===== config.mk =====
export PLATFORM = sky130hd
export DESIGN_NAME = wd_ram_top
export DESIGN_NICKNAME = d
export VERILOG_FILES = /design/src/wd_ram_pkg.sv /design/src/wd_pf_init.sv /design/src/wd_cfg_apb.sv /design/src/wd_ram_access.sv /design/src/wd_state_ram.sv /design/src/wd_ram_top.sv
export SDC_FILE = /design/constraint.sdc
export NUM_CORES = 2
export LEC_CHECK = 0
export ABC_AREA = 1
export CAP_MARGIN = 20
export CELL_PAD_IN_SITES_DETAIL_PLACEMENT = 0
export CELL_PAD_IN_SITES_GLOBAL_PLACEMENT = 1
export CORE_ASPECT_RATIO = 1.4
export CORE_UTILIZATION = 56
export DETAILED_ROUTE_END_ITERATION = 8
export DONT_BUFFER_PORTS = 1
export PLACE_DENSITY_LB_ADDON = 0.1
export SLEW_MARGIN = 10
export SYNTH_ARGS = -nofsm -noshare
export SYNTH_HDL_FRONTEND = slang
export SYNTH_HIERARCHICAL = 1
export SYNTH_SLANG_ARGS = --single-unit

===== constraint.sdc =====
create_clock -name clk -period 11.43 [get_ports clk]
set_input_delay 0.5715 -clock clk [delete_from_list [all_inputs] [get_ports clk]]
set_output_delay 0.5715 -clock clk [all_outputs]
set_load 0.03 [all_outputs]

===== src/wd_ram_pkg.sv =====
package wd_ram_pkg;

    // ----------------------------------------
    // RAM geometry
    // ----------------------------------------

    // One watchdog state word per queue
    localparam int DEPTH = 64;

    // Word address width covers exactly DEPTH entries
    localparam int AWIDTH = 6;

    localparam int DWIDTH = 32;

    // The APB port is byte addressed and only the low word indices are populated
    localparam int APB_AWIDTH = 12;

    // ----------------------------------------
    // Request and bus bundles
    // ----------------------------------------

    // One RAM access with separate read and write addresses so that a read and a write
    // can share a cycle
    typedef struct packed {
        logic              re;
        logic              we;
        logic [AWIDTH-1:0] raddr;
        logic [AWIDTH-1:0] waddr;
        logic [DWIDTH-1:0] wdata;
    } mem_req_t;

    // Signals driven by the APB requester
    typedef struct packed {
        logic                  psel;
        logic                  penable;
        logic                  pwrite;
        logic [APB_AWIDTH-1:0] paddr;
        logic [DWIDTH-1:0]     pwdata;
    } apb_req_t;

    // Signals returned by the APB completer
    typedef struct packed {
        logic [DWIDTH-1:0] prdata;
        logic              pready;
        logic              pslverr;
    } apb_rsp_t;

endpackage


===== src/wd_pf_init.sv =====
`timescale 1ns/1ns

module wd_pf_init
    import wd_ram_pkg::*;
(
      input  logic     clk
    , input  logic     rst_n
    , output mem_req_t init_req
    , output logic     init_busy
    , output logic     init_done
);

    // Next word to clear while the sweep runs
    logic [AWIDTH-1:0] addr_q;
    logic              busy_q;
    logic              done_q;

    // ----------------------------------------
    // Sweep control
    // ----------------------------------------

    // Address 0 is cleared in the first cycle out of reset, after which one word is
    // cleared per cycle until the last address has been written
    always_ff @(posedge clk) begin
        if (!rst_n) begin
            addr_q <= '0;
            busy_q <= 1'b1;
            done_q <= 1'b0;
        end else if (busy_q) begin
            addr_q <= addr_q + 1'b1;
            if (addr_q == AWIDTH'(DEPTH - 1)) begin
                busy_q <= 1'b0;
                done_q <= 1'b1;
            end
        end
    end

    // The sweeper only ever writes zeros
    // The write enable stays low while reset is held
    assign init_req.re    = 1'b0;
    assign init_req.raddr = '0;
    assign init_req.we    = busy_q & rst_n;
    assign init_req.waddr = addr_q;
    assign init_req.wdata = '0;

    // Busy covers the reset cycles too so no other client slips in ahead of address 0
    assign init_busy = ~done_q;
    assign init_done = done_q;

    // Once finished the sweeper stays done and quiet until the next reset
    a_quiet_after_done : assert property (@(posedge clk) disable iff (!rst_n)
        init_done |=> init_done && !init_req.we);

endmodule


===== src/wd_cfg_apb.sv =====
`timescale 1ns/1ns

module wd_cfg_apb
    import wd_ram_pkg::*;
(
      input  logic              clk
    , input  logic              rst_n
    , input  apb_req_t          apb_req
    , output apb_rsp_t          apb_rsp
    , output mem_req_t          cfg_req
    , input  logic              cfg_gnt
    , input  logic [DWIDTH-1:0] cfg_rdata
);

    typedef enum logic [1:0] {
        ST_IDLE,
        ST_REQ,
        ST_RD_WAIT,
        ST_RESP
    } state_t;

    state_t            state_q;
    state_t            state_d;
    logic              access;
    logic              out_of_range;
    logic [AWIDTH-1:0] word_addr;
    logic              mem_op;
    logic [DWIDTH-1:0] prdata_q;

    // ----------------------------------------
    // Address decode
    // ----------------------------------------

    assign access       = apb_req.psel & apb_req.penable;
    // Anything above the populated word range gets an error response
    assign out_of_range = |apb_req.paddr[APB_AWIDTH-1:AWIDTH+2];
    assign word_addr    = apb_req.paddr[AWIDTH+1:2];

    // The RAM request is held through the access phase until the access block grants it
    assign mem_op = (state_q == ST_REQ) & access & ~out_of_range;

    assign cfg_req.re    = mem_op & ~apb_req.pwrite;
    assign cfg_req.we    = mem_op & apb_req.pwrite;
    assign cfg_req.raddr = word_addr;
    assign cfg_req.waddr = word_addr;
    assign cfg_req.wdata = apb_req.pwdata;

    // ----------------------------------------
    // Transfer FSM
    // ----------------------------------------

    always_comb begin
        state_d = state_q;
        case (state_q)
            ST_IDLE: begin
                // A setup cycle starts a transfer
                if (apb_req.psel && !apb_req.penable) begin
                    state_d = ST_REQ;
                end
            end
            ST_REQ: begin
                if (access && out_of_range) begin
                    state_d = ST_IDLE;
                end else if (mem_op && cfg_gnt) begin
                    state_d = apb_req.pwrite ? ST_IDLE : ST_RD_WAIT;
                end else if (!apb_req.psel) begin
                    state_d = ST_IDLE;
                end
            end
            // RAM read data shows up here and is captured for the response
            ST_RD_WAIT: state_d = ST_RESP;
            default:    state_d = ST_IDLE;
        endcase
    end

    always_ff @(posedge clk) begin
        if (!rst_n) begin
            state_q <= ST_IDLE;
        end else begin
            state_q <= state_d;
        end
    end

    always_ff @(posedge clk) begin
        if (state_q == ST_RD_WAIT) begin
            prdata_q <= cfg_rdata;
        end
    end

    // pready is a single cycle pulse and prdata is zero except on a completed read
    always_comb begin
        apb_rsp.prdata  = '0;
        apb_rsp.pready  = 1'b0;
        apb_rsp.pslverr = 1'b0;
        if (state_q == ST_REQ && access && out_of_range) begin
            apb_rsp.pready  = 1'b1;
            apb_rsp.pslverr = 1'b1;
        end else if (mem_op && cfg_gnt && apb_req.pwrite) begin
            // Writes complete in the cycle the RAM takes them
            apb_rsp.pready = 1'b1;
        end else if (state_q == ST_RESP) begin
            apb_rsp.pready = 1'b1;
            apb_rsp.prdata = prdata_q;
        end
    end

    // Protocol checks on the requester side
    a_penable_needs_psel : assert property (@(posedge clk) disable iff (!rst_n)
        apb_req.penable |-> apb_req.psel);

    // Address holds from setup until the completing access cycle
    a_paddr_stable : assert property (@(posedge clk) disable iff (!rst_n)
        apb_req.psel && !(apb_req.penable && apb_rsp.pready) |=> $stable(apb_req.paddr));

endmodule


===== src/wd_ram_access.sv =====
`timescale 1ns/1ns

module wd_ram_access
    import wd_ram_pkg::*;
(
      input  logic              clk
    , input  logic              rst_n
    , input  mem_req_t          init_req
    , input  logic              init_busy
    , input  mem_req_t          func_req
    , input  mem_req_t          cfg_req
    , output logic              cfg_gnt
    , output mem_req_t          ram_req
    , input  logic [DWIDTH-1:0] ram_rdata
    , output logic [DWIDTH-1:0] func_rdata
    , output logic [DWIDTH-1:0] cfg_rdata
);

    logic func_v;
    logic cfg_v;

    assign func_v = func_req.re | func_req.we;
    assign cfg_v  = cfg_req.re | cfg_req.we;

    // ----------------------------------------
    // Request select
    // ----------------------------------------

    // While the sweep is pending the sweeper owns the port outright and other
    // requests are dropped
    // Functional traffic comes next and config only gets the leftover cycles
    always_comb begin
        ram_req = '0;
        cfg_gnt = 1'b0;
        if (init_busy) begin
            ram_req = init_req;
        end else if (func_v) begin
            ram_req = func_req;
        end else if (cfg_v) begin
            ram_req = cfg_req;
            cfg_gnt = 1'b1;
        end
    end

    // ----------------------------------------
    // Read data return
    // ----------------------------------------

    // Each reader knows when its own data is due so the RAM output fans out to both
    assign func_rdata = ram_rdata;
    assign cfg_rdata  = ram_rdata;

    // The sweeper never reads so a read during the sweep would mean a functional or
    // config request leaked through
    a_no_read_in_init : assert property (@(posedge clk) disable iff (!rst_n)
        init_busy |-> !ram_req.re);

endmodule


===== src/wd_state_ram.sv =====
`timescale 1ns/1ns

module wd_state_ram
    import wd_ram_pkg::*;
(
      input  logic              clk
    , input  mem_req_t          ram_req
    , output logic [DWIDTH-1:0] ram_rdata
);

    // ----------------------------------------
    // Storage
    // ----------------------------------------

    logic [DWIDTH-1:0] mem [DEPTH];

    // Contents are only ever set by writes and the init sweep clears them after reset
    always_ff @(posedge clk) begin
        if (ram_req.we) begin
            mem[ram_req.waddr] <= ram_req.wdata;
        end
    end

    // ----------------------------------------
    // Read port
    // ----------------------------------------

    // Nonblocking update means a same-address read sees the word before this
    // cycle's write
    // The output register keeps its last value on idle cycles
    always_ff @(posedge clk) begin
        if (ram_req.re) begin
            ram_rdata <= mem[ram_req.raddr];
        end
    end

endmodule


===== src/wd_ram_top.sv =====
`timescale 1ns/1ns

module wd_ram_top
    import wd_ram_pkg::*;
(
      input  logic              clk
    , input  logic              rst_n
    , input  mem_req_t          func_req
    , output logic              func_ready
    , output logic [DWIDTH-1:0] func_rdata
    , input  apb_req_t          apb_req
    , output apb_rsp_t          apb_rsp
);

    mem_req_t          init_req;
    logic              init_busy;
    logic              init_done;
    mem_req_t          cfg_req;
    logic              cfg_gnt;
    logic [DWIDTH-1:0] cfg_rdata;
    mem_req_t          ram_req;
    logic [DWIDTH-1:0] ram_rdata;

    // The functional client may start once every word has been cleared
    assign func_ready = init_done;

    // ----------------------------------------
    // Request sources
    // ----------------------------------------

    wd_pf_init u_pf_init (
          .clk       (clk)
        , .rst_n     (rst_n)
        , .init_req  (init_req)
        , .init_busy (init_busy)
        , .init_done (init_done)
    );

    wd_cfg_apb u_cfg_apb (
          .clk       (clk)
        , .rst_n     (rst_n)
        , .apb_req   (apb_req)
        , .apb_rsp   (apb_rsp)
        , .cfg_req   (cfg_req)
        , .cfg_gnt   (cfg_gnt)
        , .cfg_rdata (cfg_rdata)
    );

    // ----------------------------------------
    // Shared RAM port
    // ----------------------------------------

    wd_ram_access u_ram_access (
          .clk        (clk)
        , .rst_n      (rst_n)
        , .init_req   (init_req)
        , .init_busy  (init_busy)
        , .func_req   (func_req)
        , .cfg_req    (cfg_req)
        , .cfg_gnt    (cfg_gnt)
        , .ram_req    (ram_req)
        , .ram_rdata  (ram_rdata)
        , .func_rdata (func_rdata)
        , .cfg_rdata  (cfg_rdata)
    );

    wd_state_ram u_state_ram (
          .clk       (clk)
        , .ram_req   (ram_req)
        , .ram_rdata (ram_rdata)
    );

endmodule


==> results.md <==
* Status: completed
* Crit path DAT at 6.76 ns
* Design area at 94,290 um2
* Skew final at 0.03082 ns
* Vias in the first global route at 51.68k
* FF-to-FF path depth at 20
* Reg2Reg Setup Slack at 5.31 ns
* Adder-cell area share of the yosys netlist at less than 1%
* Initial Utilization at 56.57%
* Setup crit end kind: flop
* Synth Area in XOR/XNOR at 0%
* # rows at 170
* Worst setup path endpoint: u_state_ram/ram_rdata[5]
* Later-pin clock latency in the skew report at 0.83 ns
* Average cell area after synthesis at 11.83 um2
* Psw at 3.454 mW
* Area of the multi-input gates at 20,430 um2
* Fin nets at 7,206
* Die height at 468.4 um
* Crit path from: u_cfg_apb/state_q[0]
* Largest net degree at the start of global routing at approximately 260
* DR vias at 54.75k
* Fraction of layout cells with a size suffix above 1 at around 7.2%
* Synth warn at 6
* WHS at 0.08154 ns
* Avg WL per Cell at approximately 24 um
* Area grow syn2layout at 8.379%
* CP max stage delay at 0.89 ns
* Worst reg2reg endpoint: u_state_ram/ram_rdata[5]
* Die width at 335.1 um
* Die Area at 157,000 um2
* RePlAce Congestion at about 0.79
* CP cell instances: nand2_2 > nor2_2 > nand2_1 > nor2_1 > inv_1 > nand2_1 > nand2_2 > nor2_4 > nand2_1 > nand2_4 > buf_4 > buf_4 > nand2_1 > nand3_1 > nand3_1 > nand2_1 > nand2_1 > nand3_1 > nand3_1 > nand2_1
* Maximum clock rate at 0.1635 GHz
* Reg area at 63,620 um2
* Slew Limit Fails at 0
* Post-synthesis register bit count at 2,122
* Clock-pin slew on the worst setup and hold paths at 0.06 ns
* Initial antenna violation count at 5
* Post-Synth Simple-Gate Area at 22.24%
* Fin crit share at 53.51%
* Post-DRT Antenna Nets at 0
* Combinational share of power at 5.7%
* CP required at 12.07 ns
* Pwr/cell area at roughly 170 nW/um2
* Synth Instances at roughly 7.4k
* Port bufs at 0
* Buffers inserted by post-CTS timing repair at 0
* Gr ovfl total at 0
* CTS Sinks at 2,122
* Root Buffer: clkbuf_16
* Htree depth at 4
* Clock tree buffer depth at 3
* Type of the most critical hold path: input pin to flop
* Post-CTS sizing at 0
* Critical path startpoint category: flop
* Syn Std Cell Area at 87,000 um2
* Largest family of logic cells by synthesized area: simple AND/OR/NAND/NOR gates
* Max FO, Critical Path at 94
* Internal Power at 12.30 mW
* Vias per cell at 5.875
* Crit path kind: flop to flop
* Max-slew headroom at 20.81%
* Critical R2R Launch: u_cfg_apb/state_q[0]
* # setup viols final at 0
* Fin. Hold Viols at 0
* Global Route Usage Sum at around 28%
* Yosys cell types at 31
* Total CTS buffers at 192
* Starting DRT DRC Count at 5,636
* Initial DRT Pass Iterations at 6
* Total Neg Setup Slack at 0 ns
* Leak at 33.09 nW
* CTS tree: yes
* MaxCap Viol Count at 0
* Measured slew at the worst slew-check pin at 1.188 ns
* Net Sw Frac at between 20% and 30%
* Slowest CP cell: buf_4
* Register area share after synthesis at 73.13%
* Crit path time final at roughly 6.1 ns
* Clock power frac at 39.4%
* Placed wire-length estimate at ~110 mm
* Total core area at around 150,000 um2
* Placed inst area at between 80,000 and 90,000 um2
* Sequential cell fraction of total power at 54.9%
* Fillers at 11.90k
* Drc violations at 0
* Unrepaired setup endpoints after global routing: no
* Cell mode on critical path: nand2_1
* Mux cell area share after synthesis at 0%
* Hold_buf cts at 2
* Detailed-route wire length at 221.3 mm
* Peak VDD IR at 0.1141 mV
* Io pins at around 160
* Synth Area in Compound Gates at 0.3437%
* First-pass GRT wire length at 325.3 mm
sequential cells by signal, summed over array words and instances, names as in the netlist:
| register | cells |
|---|---|
| u_state_ram/mem | 2048 |
| u_cfg_apb/prdata_q | 32 |
| u_state_ram/ram_rdata | 32 |
| u_pf_init/addr_q | 6 |
| u_cfg_apb/state_q | 2 |
| u_pf_init/busy_q | 1 |
| u_pf_init/init_done | 1 |
stage by stage:
step / power, mW / utilization, % / worst slack (ns) / std cells
floorplan: 9.430 / - / 5.759 / 7390
global placement: 9.673 / 57.20 / 5.244 / 8961
detailed placement: 9.691 / 57.20 / 5.172 / 8961
CTS: 15.82 / 61.11 / 5.351 / 9301
global route: 16.20 / 61.31 / 4.897 / 9319
finish: 15.75 / 61.31 / 5.313 / 9319
how the worst min path moves through the flow:
stage	to	cells after the start	from
floorplan	u_pf_init/addr_q[5]	2	u_pf_init/addr_q[5]
global placement	u_pf_init/addr_q[5]	2	u_pf_init/addr_q[5]
detailed placement	u_pf_init/addr_q[5]	2	u_pf_init/addr_q[5]
CTS	u_cfg_apb/state_q[0]	4	apb_req[46]
global route	u_cfg_apb/state_q[0]	4	apb_req[46]
finish	u_cfg_apb/state_q[0]	4	apb_req[46]
logic make-up (layout without fill, tap and decap cells):
group	count (synthesis)	in the layout
adders and majority gates	1	1
and+or+nand+nor	4491	4491
AOI/OAI and AO/OA	58	58
DFF	2122	2122
other	1	40
buffers and inverters	679	543
power by group through the flow:
stage	clock (mW)	combinational, mW	sequential (mW)
floorplan	0	0.649	8.78
global placement	0	0.864	8.81
detailed placement	0	0.880	8.81
CTS	6.30	0.883	8.64
global route	6.58	0.981	8.64
finish	6.21	0.899	8.64
per-layer routing:
| layer | vias to the layer above | GRT usage (%) | routed length [um] |
|---|---|---|---|
| li1 | 25231 | - | - |
| met1 | 26940 | 37.40 | 87740 |
| met2 | 2219 | 48.35 | 111400 |
| met3 | 351 | 4.015 | 16680 |
| met4 | 8 | 8.344 | 5408 |
| met5 | - | 0 | 58 |
cell type report:
class / count / share of cell area (%)
clock inverters: 96 / 0.8533
inverters: 60 / 0.2773
clock buffers: 242 / 5.507
flip-flops and latches: 2122 / 67.48
repair buffers: 145 / 1.478
multi-input cells: 4589 / 21.67
diodes: 1 / 0.002654
well taps: 2064 / 2.739
placed cells by master (no fill, tap or decap), types with 28 or more instances in the layout:
cell	instances
nand2_1	2370
edfxtp_1	2112
nand3_1	1914
clkbuf_16	200
buf_4	115
nor2_1	86
nor2_4	59
inv_1	52
a21oi_1	48
clkinv_1	43
clkbuf_1	39
conb_1	39
nand2_2	31
clkinv_2	28
critical path: cells and delay by family, from the launching register on:
family	cells	cell delay, ns
buffers and inverters	3	1.73
and+or+nand+nor	17	3.51
DFF	1	0.47
cell usage after synthesis (all sizes together):
| cell | number | area [um2] |
|---|---|---|
| nand2 | 2410 | 9059 |
| conb | 1 | 3.750 |
| ha | 1 | 12.51 |
| o21a | 1 | 7.510 |
| edfxtp | 2112 | 63420 |
| buf | 540 | 3188 |
| nor3 | 1 | 5.000 |
| nand4 | 9 | 56.30 |
| a21oi | 49 | 249.0 |
| inv | 60 | 227.7 |
| nand3 | 1914 | 9579 |
| a211oi | 1 | 7.510 |
| dfxtp | 10 | 200.2 |
| nor2 | 148 | 591.8 |
| nor4 | 8 | 50.05 |
| nand3b | 1 | 7.510 |
| clkbuf | 79 | 296.5 |
| o21ai | 7 | 35.03 |
No activity file was read; power rests on OpenSTA's default activity.
